$ cat src/logic/board_color_pkg.sv
package board_color_pkg;

    // Cells on one 5 by 5 board
    localparam int CELL_COUNT = 25;

    typedef logic [3:0] cell_code_t;

    // Element k is the cell at screen row r and column c, with k = (4 - r) * 5 + (4 - c)
    // so element 24 is the top left cell and element 0 the bottom right one
    typedef cell_code_t [CELL_COUNT-1:0] board_cells_t;

    typedef struct packed {
        logic [7:0] r;
        logic [7:0] g;
        logic [7:0] b;
    } pixel_rgb_t;

    // Cell codes that select a colour of their own
    localparam cell_code_t CODE_WATER      = 4'd0;
    localparam cell_code_t CODE_SHIP_FIRST = 4'd1;
    localparam cell_code_t CODE_SHIP_LAST  = 4'd5;
    localparam cell_code_t CODE_YELLOW     = 4'd6;
    localparam cell_code_t CODE_ORANGE     = 4'd7;
    localparam cell_code_t CODE_RED        = 4'd8;
    localparam cell_code_t CODE_GREEN      = 4'd9;

    // Palette
    localparam pixel_rgb_t COLOR_BLACK  = '{r: 8'h00, g: 8'h00, b: 8'h00};
    localparam pixel_rgb_t COLOR_WHITE  = '{r: 8'hFF, g: 8'hFF, b: 8'hFF};
    localparam pixel_rgb_t COLOR_WATER  = '{r: 8'h00, g: 8'h00, b: 8'hFF};
    localparam pixel_rgb_t COLOR_SHIP   = '{r: 8'h80, g: 8'h80, b: 8'h80};
    localparam pixel_rgb_t COLOR_YELLOW = '{r: 8'hFF, g: 8'hFF, b: 8'h00};
    localparam pixel_rgb_t COLOR_ORANGE = '{r: 8'hFF, g: 8'h7F, b: 8'h00};
    localparam pixel_rgb_t COLOR_RED    = '{r: 8'hFF, g: 8'h00, b: 8'h00};
    localparam pixel_rgb_t COLOR_GREEN  = '{r: 8'h00, g: 8'hFF, b: 8'h00};

endpackage

$ cat src/logic/board_geometry_pkg.sv
package board_geometry_pkg;

    typedef logic [9:0] coord_t;
    typedef logic [2:0] cell_idx_t;

    // Vertical extent shared by both boards with the lines included
    localparam coord_t GRID_TOP    = 10'd100;
    localparam coord_t GRID_BOTTOM = 10'd450;

    // Line pitch in x and in y
    localparam int CELL_W = 54;
    localparam int CELL_H = 70;

    localparam int GRID_N     = 5;
    localparam int BOARD_SPAN = 270;
    localparam int NUM_BOARDS = 2;

    // Board 0 is the computer and board 1 the player
    localparam coord_t [NUM_BOARDS-1:0] BOARD_ORIGIN_X = {10'd345, 10'd25};

    // Result of the y decode carried with the registered x
    typedef struct packed {
        coord_t    x;
        logic      in_span;
        logic      on_hline;
        logic      in_row;
        cell_idx_t row;
    } row_info_t;

    // What one board contributes to a pixel
    typedef struct packed {
        logic                      on_line;
        logic                      in_cell;
        board_color_pkg::cell_code_t code;
    } board_hit_t;

endpackage

$ cat src/logic/row_decoder.sv
`timescale 1ns/100ps

module row_decoder (
    input  logic                          clk,
    input  logic                          rst_n,
    input  board_geometry_pkg::coord_t    x,
    input  board_geometry_pkg::coord_t    y,
    output board_geometry_pkg::row_info_t row_q
);

    import board_geometry_pkg::*;

    logic              hline_hit;
    logic [GRID_N-1:0] band_hit;
    cell_idx_t         row_d;
    logic              span_d;

    always_comb begin
        hline_hit = 1'b0;
        band_hit  = '0;
        row_d     = '0;
        // Six horizontal lines bound five bands
        for (int k = 0; k <= GRID_N; k++) begin
            if (y == coord_t'(GRID_TOP + k * CELL_H)) begin
                hline_hit = 1'b1;
            end
        end
        for (int k = 0; k < GRID_N; k++) begin
            if (y > coord_t'(GRID_TOP + k * CELL_H) &&
                y < coord_t'(GRID_TOP + (k + 1) * CELL_H)) begin
                band_hit[k] = 1'b1;
                row_d       = cell_idx_t'(k);
            end
        end
    end

    assign span_d = (y >= GRID_TOP) && (y <= GRID_BOTTOM);

    // Stage 1 is shared by both boards
    always_ff @(posedge clk or negedge rst_n) begin
        if (!rst_n) begin
            row_q <= '0;
        end else begin
            row_q.x        <= x;
            row_q.in_span  <= span_d;
            row_q.on_hline <= hline_hit;
            row_q.in_row   <= |band_hit;
            row_q.row      <= row_d;
        end
    end

endmodule

$ cat src/logic/board_painter.sv
`timescale 1ns/100ps

module board_painter #(
    parameter board_geometry_pkg::coord_t ORIGIN_X = 10'd25
) (
    input  logic                           clk,
    input  logic                           rst_n,
    input  board_geometry_pkg::row_info_t  row_q,
    input  board_color_pkg::board_cells_t  cells,
    output board_geometry_pkg::board_hit_t hit
);

    import board_geometry_pkg::*;
    import board_color_pkg::*;

    logic              vline_hit;
    logic [GRID_N-1:0] col_hit;
    cell_idx_t         col;
    logic              in_hspan;
    logic              on_line_d;
    logic              in_cell_d;
    logic [4:0]        cell_sel;
    cell_code_t        code_d;

    always_comb begin
        vline_hit = 1'b0;
        col_hit   = '0;
        col       = '0;
        for (int k = 0; k <= GRID_N; k++) begin
            if (row_q.x == coord_t'(ORIGIN_X + k * CELL_W)) begin
                vline_hit = 1'b1;
            end
        end
        // Column interiors sit one pixel in from each bounding line
        for (int c = 0; c < GRID_N; c++) begin
            if (row_q.x >= coord_t'(ORIGIN_X + 1 + c * CELL_W) &&
                row_q.x <= coord_t'(ORIGIN_X + CELL_W - 1 + c * CELL_W)) begin
                col_hit[c] = 1'b1;
                col        = cell_idx_t'(c);
            end
        end
    end

    assign in_hspan = (row_q.x >= ORIGIN_X) &&
                      (row_q.x <= coord_t'(ORIGIN_X + BOARD_SPAN));

    // Vertical lines run the full y span, horizontal lines the full board width
    assign on_line_d = (vline_hit && row_q.in_span) || (row_q.on_hline && in_hspan);
    assign in_cell_d = row_q.in_row && (|col_hit);

    // Cells are stored bottom right first
    assign cell_sel = 5'((GRID_N - 1 - int'(row_q.row)) * GRID_N +
                         (GRID_N - 1 - int'(col)));

    assign code_d = in_cell_d ? cells[cell_sel] : CODE_WATER;

    always_ff @(posedge clk or negedge rst_n) begin
        if (!rst_n) begin
            hit <= '0;
        end else begin
            hit.on_line <= on_line_d;
            hit.in_cell <= in_cell_d;
            hit.code    <= code_d;
        end
    end

endmodule

$ cat src/logic/board_compositor.sv
`timescale 1ns/100ps

module board_compositor (
    input  logic                                                       clk,
    input  logic                                                       rst_n,
    input  board_geometry_pkg::board_hit_t [board_geometry_pkg::NUM_BOARDS-1:0] hits,
    output board_color_pkg::pixel_rgb_t                                rgb
);

    import board_geometry_pkg::*;
    import board_color_pkg::*;

    logic       any_line;
    logic       any_cell;
    cell_code_t cell_code;
    pixel_rgb_t rgb_d;

    function automatic pixel_rgb_t palette(input cell_code_t code);
        pixel_rgb_t color;
        if (code == CODE_WATER) begin
            color = COLOR_WATER;
        end else if (code >= CODE_SHIP_FIRST && code <= CODE_SHIP_LAST) begin
            color = COLOR_SHIP;
        end else if (code == CODE_YELLOW) begin
            color = COLOR_YELLOW;
        end else if (code == CODE_ORANGE) begin
            color = COLOR_ORANGE;
        end else if (code == CODE_RED) begin
            color = COLOR_RED;
        end else if (code == CODE_GREEN) begin
            color = COLOR_GREEN;
        end else begin
            color = COLOR_BLACK;
        end
        return color;
    endfunction

    always_comb begin
        any_line  = 1'b0;
        any_cell  = 1'b0;
        cell_code = CODE_WATER;
        // The boards never overlap, so at most one reports a cell
        for (int i = 0; i < NUM_BOARDS; i++) begin
            any_line = any_line | hits[i].on_line;
            if (hits[i].in_cell) begin
                any_cell  = 1'b1;
                cell_code = hits[i].code;
            end
        end
    end

    // Lines win over cells
    assign rgb_d = any_line ? COLOR_WHITE :
                   any_cell ? palette(cell_code) : COLOR_BLACK;

    always_ff @(posedge clk or negedge rst_n) begin
        if (!rst_n) begin
            rgb <= COLOR_BLACK;
        end else begin
            rgb <= rgb_d;
        end
    end

endmodule

$ cat src/logic/battleship_video.sv
`timescale 1ns/100ps

module battleship_video (
    input  logic                          clk,
    input  logic                          rst_n,
    input  board_geometry_pkg::coord_t    x,
    input  board_geometry_pkg::coord_t    y,
    input  board_color_pkg::board_cells_t pc_cells,
    input  board_color_pkg::board_cells_t player_cells,
    output board_color_pkg::pixel_rgb_t   rgb
);

    import board_geometry_pkg::*;
    import board_color_pkg::*;

    row_info_t                     row_q;
    board_hit_t   [NUM_BOARDS-1:0] hits;
    board_cells_t [NUM_BOARDS-1:0] board_cells;

    // Board 0 is the computer, board 1 the player
    assign board_cells = {player_cells, pc_cells};

    row_decoder u_row_decoder (
        .clk   (clk),
        .rst_n (rst_n),
        .x     (x),
        .y     (y),
        .row_q (row_q)
    );

    // Each board gets a painter with its own left edge
    for (genvar i = 0; i < NUM_BOARDS; i++) begin : g_board
        board_painter #(
            .ORIGIN_X (BOARD_ORIGIN_X[i])
        ) u_painter (
            .clk   (clk),
            .rst_n (rst_n),
            .row_q (row_q),
            .cells (board_cells[i]),
            .hit   (hits[i])
        );
    end

    board_compositor u_compositor (
        .clk   (clk),
        .rst_n (rst_n),
        .hits  (hits),
        .rgb   (rgb)
    );

endmodule

$ cat config.mk
export PLATFORM = sky130hd
export DESIGN_NAME = battleship_video
export DESIGN_NICKNAME = d
export VERILOG_FILES = /design/src/logic/board_color_pkg.sv /design/src/logic/board_geometry_pkg.sv /design/src/logic/row_decoder.sv /design/src/logic/board_painter.sv /design/src/logic/board_compositor.sv /design/src/logic/battleship_video.sv
export SDC_FILE = /design/constraint.sdc
export NUM_CORES = 1
export LEC_CHECK = 0
export BUFFER_PORTS_ARGS = -buffer_cell sky130_fd_sc_hd__buf_2
export CELL_PAD_IN_SITES_DETAIL_PLACEMENT = 1
export CELL_PAD_IN_SITES_GLOBAL_PLACEMENT = 2
export CORE_MARGIN = 2
export CORE_UTILIZATION = 23
export DETAILED_ROUTE_END_ITERATION = 8
export PLACE_DENSITY = 0.78
export SYNTH_ARGS = -nofsm -noshare
export SYNTH_HDL_FRONTEND = slang
export SYNTH_SLANG_ARGS = --single-unit
$ cat constraint.sdc
create_clock -name clk -period 3.9 [get_ports clk]
set_clock_uncertainty 0.1 [all_clocks]
set_input_delay 0.975 -clock clk [delete_from_list [all_inputs] [get_ports clk]]
set_output_delay 0.975 -clock clk [all_outputs]
set_load 0.005 [all_outputs]
# Word level (Yosys, flattened, before mapping)
# Index checks and enable logic that the tools add are counted.
dict set report totals {
  ff_bits 52
  in_bits 222
  out_inout_bits 24
  elab_cells 177
}
dict set report op_classes {
  n_eq_ne 22
  n_mul 1
  n_addsub 5
  bitwise_logic 1
  n_reduce_logical 31
  order_cmp 40
  mux 63
}
# cell count
set ops {}
lappend ops {{two-way mux 24 bit} 7}
lappend ops {{== test 10 x 9 -> 1 bit (second input constant)} 8}
lappend ops {{<= comparator 10 x 9 -> 1 bit (second input constant)} 6}
lappend ops {{== test 10 x 8 -> 1 bit (second input constant)} 5}
lappend ops {{greater-or-equal comparator 10 x 9 -> 1 bit (second input constant)} 5}
lappend ops {{binary-select mux 4 bit (select 5 bit)} 2}
lappend ops {{two-way mux 1 bit} 38}
lappend ops {{multiplier 32 x 4 -> 5 bit (second input constant)} 1}
lappend ops {{greater-or-equal comparator 10 x 8 -> 1 bit (second input constant)} 3}
lappend ops {{<= comparator 10 bit (second input constant)} 3}
lappend ops {{<= comparator 10 x 8 -> 1 bit (second input constant)} 3}
lappend ops {{less-than comparator 10 x 9 -> 1 bit (second input constant)} 3}
lappend ops {{logical AND 1 bit} 25}
lappend ops {{two-way mux 4 bit} 6}
lappend ops {{== test 10 bit (second input constant)} 2}
lappend ops {{== test 10 x 7 -> 1 bit (second input constant)} 2}
lappend ops {{greater-or-equal comparator 10 x 5 -> 1 bit (second input constant)} 2}
lappend ops {{greater-or-equal comparator 10 x 7 -> 1 bit (second input constant)} 2}
lappend ops {{greater-than comparator 10 x 8 -> 1 bit (second input constant)} 2}
lappend ops {{greater-than comparator 10 x 9 -> 1 bit (second input constant)} 2}
lappend ops {{less-than comparator 10 x 8 -> 1 bit (second input constant)} 2}
lappend ops {{two-way mux 16 bit} 1}
lappend ops {{OR reduction 5 bit} 3}
lappend ops {{less-than comparator 5 x 6 -> 1 bit (second input constant)} 2}
lappend ops {{other kinds (15)} 28}

# Logic depth before layout (Yosys ltp)
dict set report depth {
  depth_word 11
  ltp_mapped 16
  depth_no_buf 15
}

# Cells and area by module
# From an unflattened synthesis, not the netlist that was laid out.
dict set report hier_totals {
  hier_cells 494
  hier_area_um2 4769.6
}
# mod instances area_per_inst_um2 seq_area_each_um2 cells_each
set modules_own_cells {}
lappend modules_own_cells {{board_painter at g_board[0].u_painter} 1 1751.7 150.1 176}
lappend modules_own_cells {{board_painter at g_board[1].u_painter} 1 1742.9 150.1 186}
lappend modules_own_cells {row_decoder 1 795.8 400.4 79}
lappend modules_own_cells {board_compositor 1 479.2 150.1 53}

# Worst setup path after synthesis
# Ideal clock, no wire load.
dict set report synth_timing {
  path_kind {reg-to-reg}
  start {reg u_row_decoder.row_q[13] (netlist name)}
  end {reg g_board[1].u_painter.hit[0] in the netlist's numbering}
  t_required_ps 3659
  setup_slack_ps -19
  t_arrival_ps 3679
  setup_ps 141
  synth_period_minus_slack_ps 3919
  n_path_buf 3
  path_stages_with_launch 15
  path_cell_list {dfrtp_1 clkbuf_1 or4b_2 o32ai_1 a31o_2 inv_1 ha_1 fa_1 clkbuf_1 buf_1 mux4_2 nand2_1 a21oi_1 o21ai_0 a21oi_2}
}
dict set report synth_via {
  elab_chain_len 11
  elab_cells_between_ends 31
  cone_classes {add/sub: 2; order compare: 10; mux: 12; reduce/logical: 7}
}
# item line_no
set synth_lines {}
lappend synth_lines {{greater-or-equal comparator 10 x 9 -> 1 bit or <= comparator 10 x 9 -> 1 bit (tied branches)} {board_painter.sv:36, board_painter.sv:37}}
lappend synth_lines {{logical AND 1 bit} board_painter.sv:36} ;# if (row_q.x >= coord_t'(ORIGIN_X + 1 + c * CELL_W) &&
lappend synth_lines {{two-way mux 1 bit} board_painter.sv:36}
lappend synth_lines {{two-way mux 2 bit (2 in a row)} board_painter.sv:36}
lappend synth_lines {{two-way mux 3 bit} board_painter.sv:36}
lappend synth_lines {{subtractor 3 x 3 -> 4 bit} board_painter.sv:53} ;# (GRID_N - 1 - int'(col)));
lappend synth_lines {{adder 5 bit} board_painter.sv:52} ;# assign cell_sel = 5'((GRID_N - 1 - int'(row_q.row)) * GRID_N +
lappend synth_lines {{binary-select mux 4 bit (select 5 bit)} board_painter.sv:55} ;# assign code_d = in_cell_d ? cells[cell_sel] : CODE_WATER;
lappend synth_lines {{two-way mux 4 bit (not written as such)} board_painter.sv:55}
lappend synth_lines {{two-way mux 4 bit (*)} board_painter.sv:55}
lappend synth_lines {{net g_board[1].u_painter.code_d[0]} board_painter.sv:23} ;# cell_code_t code_d;
lappend synth_lines {{end, declared} board_painter.sv:10} ;# output board_geometry_pkg::board_hit_t hit
# Mark *: on every way through the listed nets, which the timed path passes. The rest lies on a longest branch. The select of a mux whose other input is x is not followed.

# Worst setup path in the final report
dict set report layout_timing {
  start {reg u_row_decoder.row_q[7] (netlist name)}
  end {reg g_board[0].u_painter.hit[0] in the netlist's numbering}
}
dict set report layout_via {
  elab_chain_len 11
  elab_cells_between_ends 31
  cone_classes {add/sub: 2; order compare: 10; mux: 12; reduce/logical: 7}
}
# item line_no
set layout_lines {}
lappend layout_lines {{greater-or-equal comparator 10 x 7 -> 1 bit or <= comparator 10 x 8 -> 1 bit (tied branches)} {board_painter.sv:36, board_painter.sv:37}}
lappend layout_lines {{logical AND 1 bit} board_painter.sv:36}
lappend layout_lines {{two-way mux 1 bit} board_painter.sv:36}
lappend layout_lines {{two-way mux 2 bit (2 in a row)} board_painter.sv:36}
lappend layout_lines {{two-way mux 3 bit} board_painter.sv:36}
lappend layout_lines {{subtractor 3 x 3 -> 4 bit} board_painter.sv:53}
lappend layout_lines {{adder 5 bit} board_painter.sv:52}
lappend layout_lines {{binary-select mux 4 bit (select 5 bit)} board_painter.sv:55}
lappend layout_lines {{two-way mux 4 bit (not written as such)} board_painter.sv:55}
lappend layout_lines {{two-way mux 4 bit (*)} board_painter.sv:55}
lappend layout_lines {{net g_board[0].u_painter.code_d[0]} board_painter.sv:23}
lappend layout_lines {{end, declared} board_painter.sv:10}
# Marks and branches as above.

==> results.ini <==
[floorplanning]
die_area_sq_um=19700
initial_core_util=0.236
row_count=49
die_w_microns=140
core_area_sq_um=18100
ios=246
die_h_microns=140

[synth]
synth_warnings=0
synth_area_leader_cell=mux4_2
synthFlopType=dfrtp_1
synth.distinct_cells=66
synth_edf_count=0
syn_avg_cell_area_sq_um=9.81
yosysSeqAreaShare=0.199
ys_async_sr_fraction=1.00
synthesis.nets=671
ys_seq_elements=34
synth.top_cell.area_share=0.253
syn_inst=435
synthTopCellsByArea=mux4_2 (25%), dfrtp_1 (20%), buf_4 (3.5%)
synth_area_sq_um=4270

[timing]
finalWorstSetupSlack_ns=0.223
fin_setup_tns_ns=0
tightest_slew_ns=0.791
min_period_ns=3.68
setup_violations=0
slew_headroom=0.473
slew_violations=0
timing.final.hold_violations=0
max_freq_mhz=272
whs_ns=0.399
finalCritPeriodShare=0.943

[critical_path]
start_kind=register
critPathTopFamily=adder cells
critPathMostFrequentCell=a211oi_1
r2r_end=g_board[0].u_painter.hit[0]
crit_required_ns=3.94
r2r_start=u_row_decoder.row_q[7]
crit_type=reg -> reg
cpPeakStageDelay_ns=0.60
path_depth=13
critPathCaptureType=register
crit_fanout=25
r2r_cells=13
crit_arrival_ns=3.72
crit_start=u_row_decoder.row_q[7]
path_cells=o21ai_0, nand3b_1, a2bb2oi_1, nor3_2, a21o_1, inv_1, ha_1, fa_1, buf_12, mux4_2, mux2_2, a211oi_1, a211oi_1
r2r_setup_slack_ns=0.22
slowest_stage=fa_1
worst-path-buf-inv=2

[global_routing]
grt_usage=0.160
grt-ovfl-total=0
grt_max_degree=35
grt_pass1_vias=4872
grt_antenna_before_repair=0
grt_pass1_wl_mm=25.6

[clocking]
cts_tree=yes
cts_resized=0
clk_latency_ns=0.28
holdBufCountCts=0
numCtsBuffers=5
htreeDepth=2
clk_pin_slew_ns=0.06
clk_path_buf_depth=2
postCtsSetupBuffers=0
clock_sinks=34
root_buffer=clkbuf_16

[power]
total_power_mw=2.26
powerDensity_nw_per_um2=382
leakage_nw=2.73
irDropWorstVdd_v=0.000141

[final_layout]
fin_nets=898
final_common_cell=buf_2
final_cell_mix=buf_2 (245), mux4_2 (48), nand2_1 (35)
fin_util=0.327
fin_cells=892
synthToLayoutAreaGrowth_pct=38.5
fillers=2149
diodes=0
drive_gt1_frac=0.534
design_area_sq_um=5910

[min_path]
hold_start=g_board[0].u_painter.hit[5]
hold_path_class=reg -> reg
hold_depth=2
min_to=u_compositor.rgb[15]

[placement]
numPortBuffers=245
dp.cells=884
dp_hpwl_mm=13.4
placed_cell_area_sq_um=5720
routabilityCongestion=0.776
post-place-ws_ns=0.113

[drt]
drc_errors=8
drtAntennaViolNets=0
wl_per_cell_microns=17.7
num_vias=4467
first_iter_violations=213
wirelength_mm=15.8
via_per_inst=5.01
firstDrtPassIters=8

[flow_run]
drv_cap=0

[run_status]
status=complete, but fails checks
violations=design-rule violations

where the power goes:
part           total (mW)  switching (mW)  internal [mW]
Sequential          0.446          0.0439          0.403
Combinational        1.41           0.692          0.716
Clock               0.402           0.149          0.253
routing by layer:
| layer | GRT usage | wire length (microns) | up-vias |
|---|---|---|---|
| met5 | 0 | 0 | - |
| met1 | 0.210 | 6680 | 2184 |
| met3 | 0.0280 | 879 | 13 |
| li1 | - | - | 2118 |
| met2 | 0.281 | 8110 | 152 |
| met4 | 0.0218 | 131 | 0 |
Yosys cell counts, drive strengths merged, types with 3 or more instances:
cell type and instances:
mux2i 9, buf 37, nor3 12, a31oi 6
nor4 7, and2 3, o21a 3, o21ai 25
mux2 8, or4b 3, clkbuf 12, a21oi 22
nand2b 6, a22oi 3, xnor2 9, mux4 48
ha 12, nand2 35, o31ai 4, o22ai 3
a41o 4, dfrtp 34, nor2b 5, nand3 24
a21o 6, nand4 7, and3 6, xor2 7
nor2 26, a211oi 10, inv 13
worst register-to-register path, cell delays in order (launching register included):
cell and delay [ns]:
dfrtp_1 0.46, o21ai_0 0.24, nand3b_1 0.17, a2bb2oi_1 0.18, nor3_2 0.15, a21o_1 0.13, inv_1 0.05, ha_1 0.33
fa_1 0.60, buf_12 0.19, mux4_2 0.32, mux2_2 0.27, a211oi_1 0.25, a211oi_1 0.09
worst max-delay path by stage:
stage / to / slack, ns
floorplan: g_board[1].u_painter.hit[0] / 0.04
global placement: g_board[0].u_painter.hit[0] / 0.25
detailed placement: g_board[0].u_painter.hit[0] / 0.11
CTS: g_board[0].u_painter.hit[0] / 0.10
global route: g_board[0].u_painter.hit[0] / -0.0004
finish: g_board[0].u_painter.hit[0] / 0.22
sequential cells by signal (all words and copies together) (netlist names):
| register | count |
|---|---|
| g_board.u_painter.hit | 12 |
| u_compositor.rgb | 6 |
| u_row_decoder.row_q | 16 |
cell type report:
cell class / instances / area (sq um) / share of cell area
multi-input combinational: 339 / 3110 / 0.527
timing repair buffer: 269 / 1460 / 0.247
sequential: 34 / 851 / 0.144
tap: 229 / 287 / 0.0485
clock buffer: 7 / 143 / 0.0242
inverter: 13 / 48.8 / 0.00826
clock inverter: 1 / 5.00 / 0.000847
logic make-up (layout without fill, tap and decap cells):
logic type / count (synthesis) / after routing / synth area share
other cells: 1 / 1 / 0.000879
xor+xnor: 16 / 16 / 0.0373
simple gates: 147 / 147 / 0.182
compound gates: 96 / 96 / 0.160
fa+ha+maj: 14 / 14 / 0.0446
mux: 65 / 65 / 0.296
buf+inv: 62 / 290 / 0.0795
flops: 34 / 34 / 0.199
(Power assumes the default switching activity.)
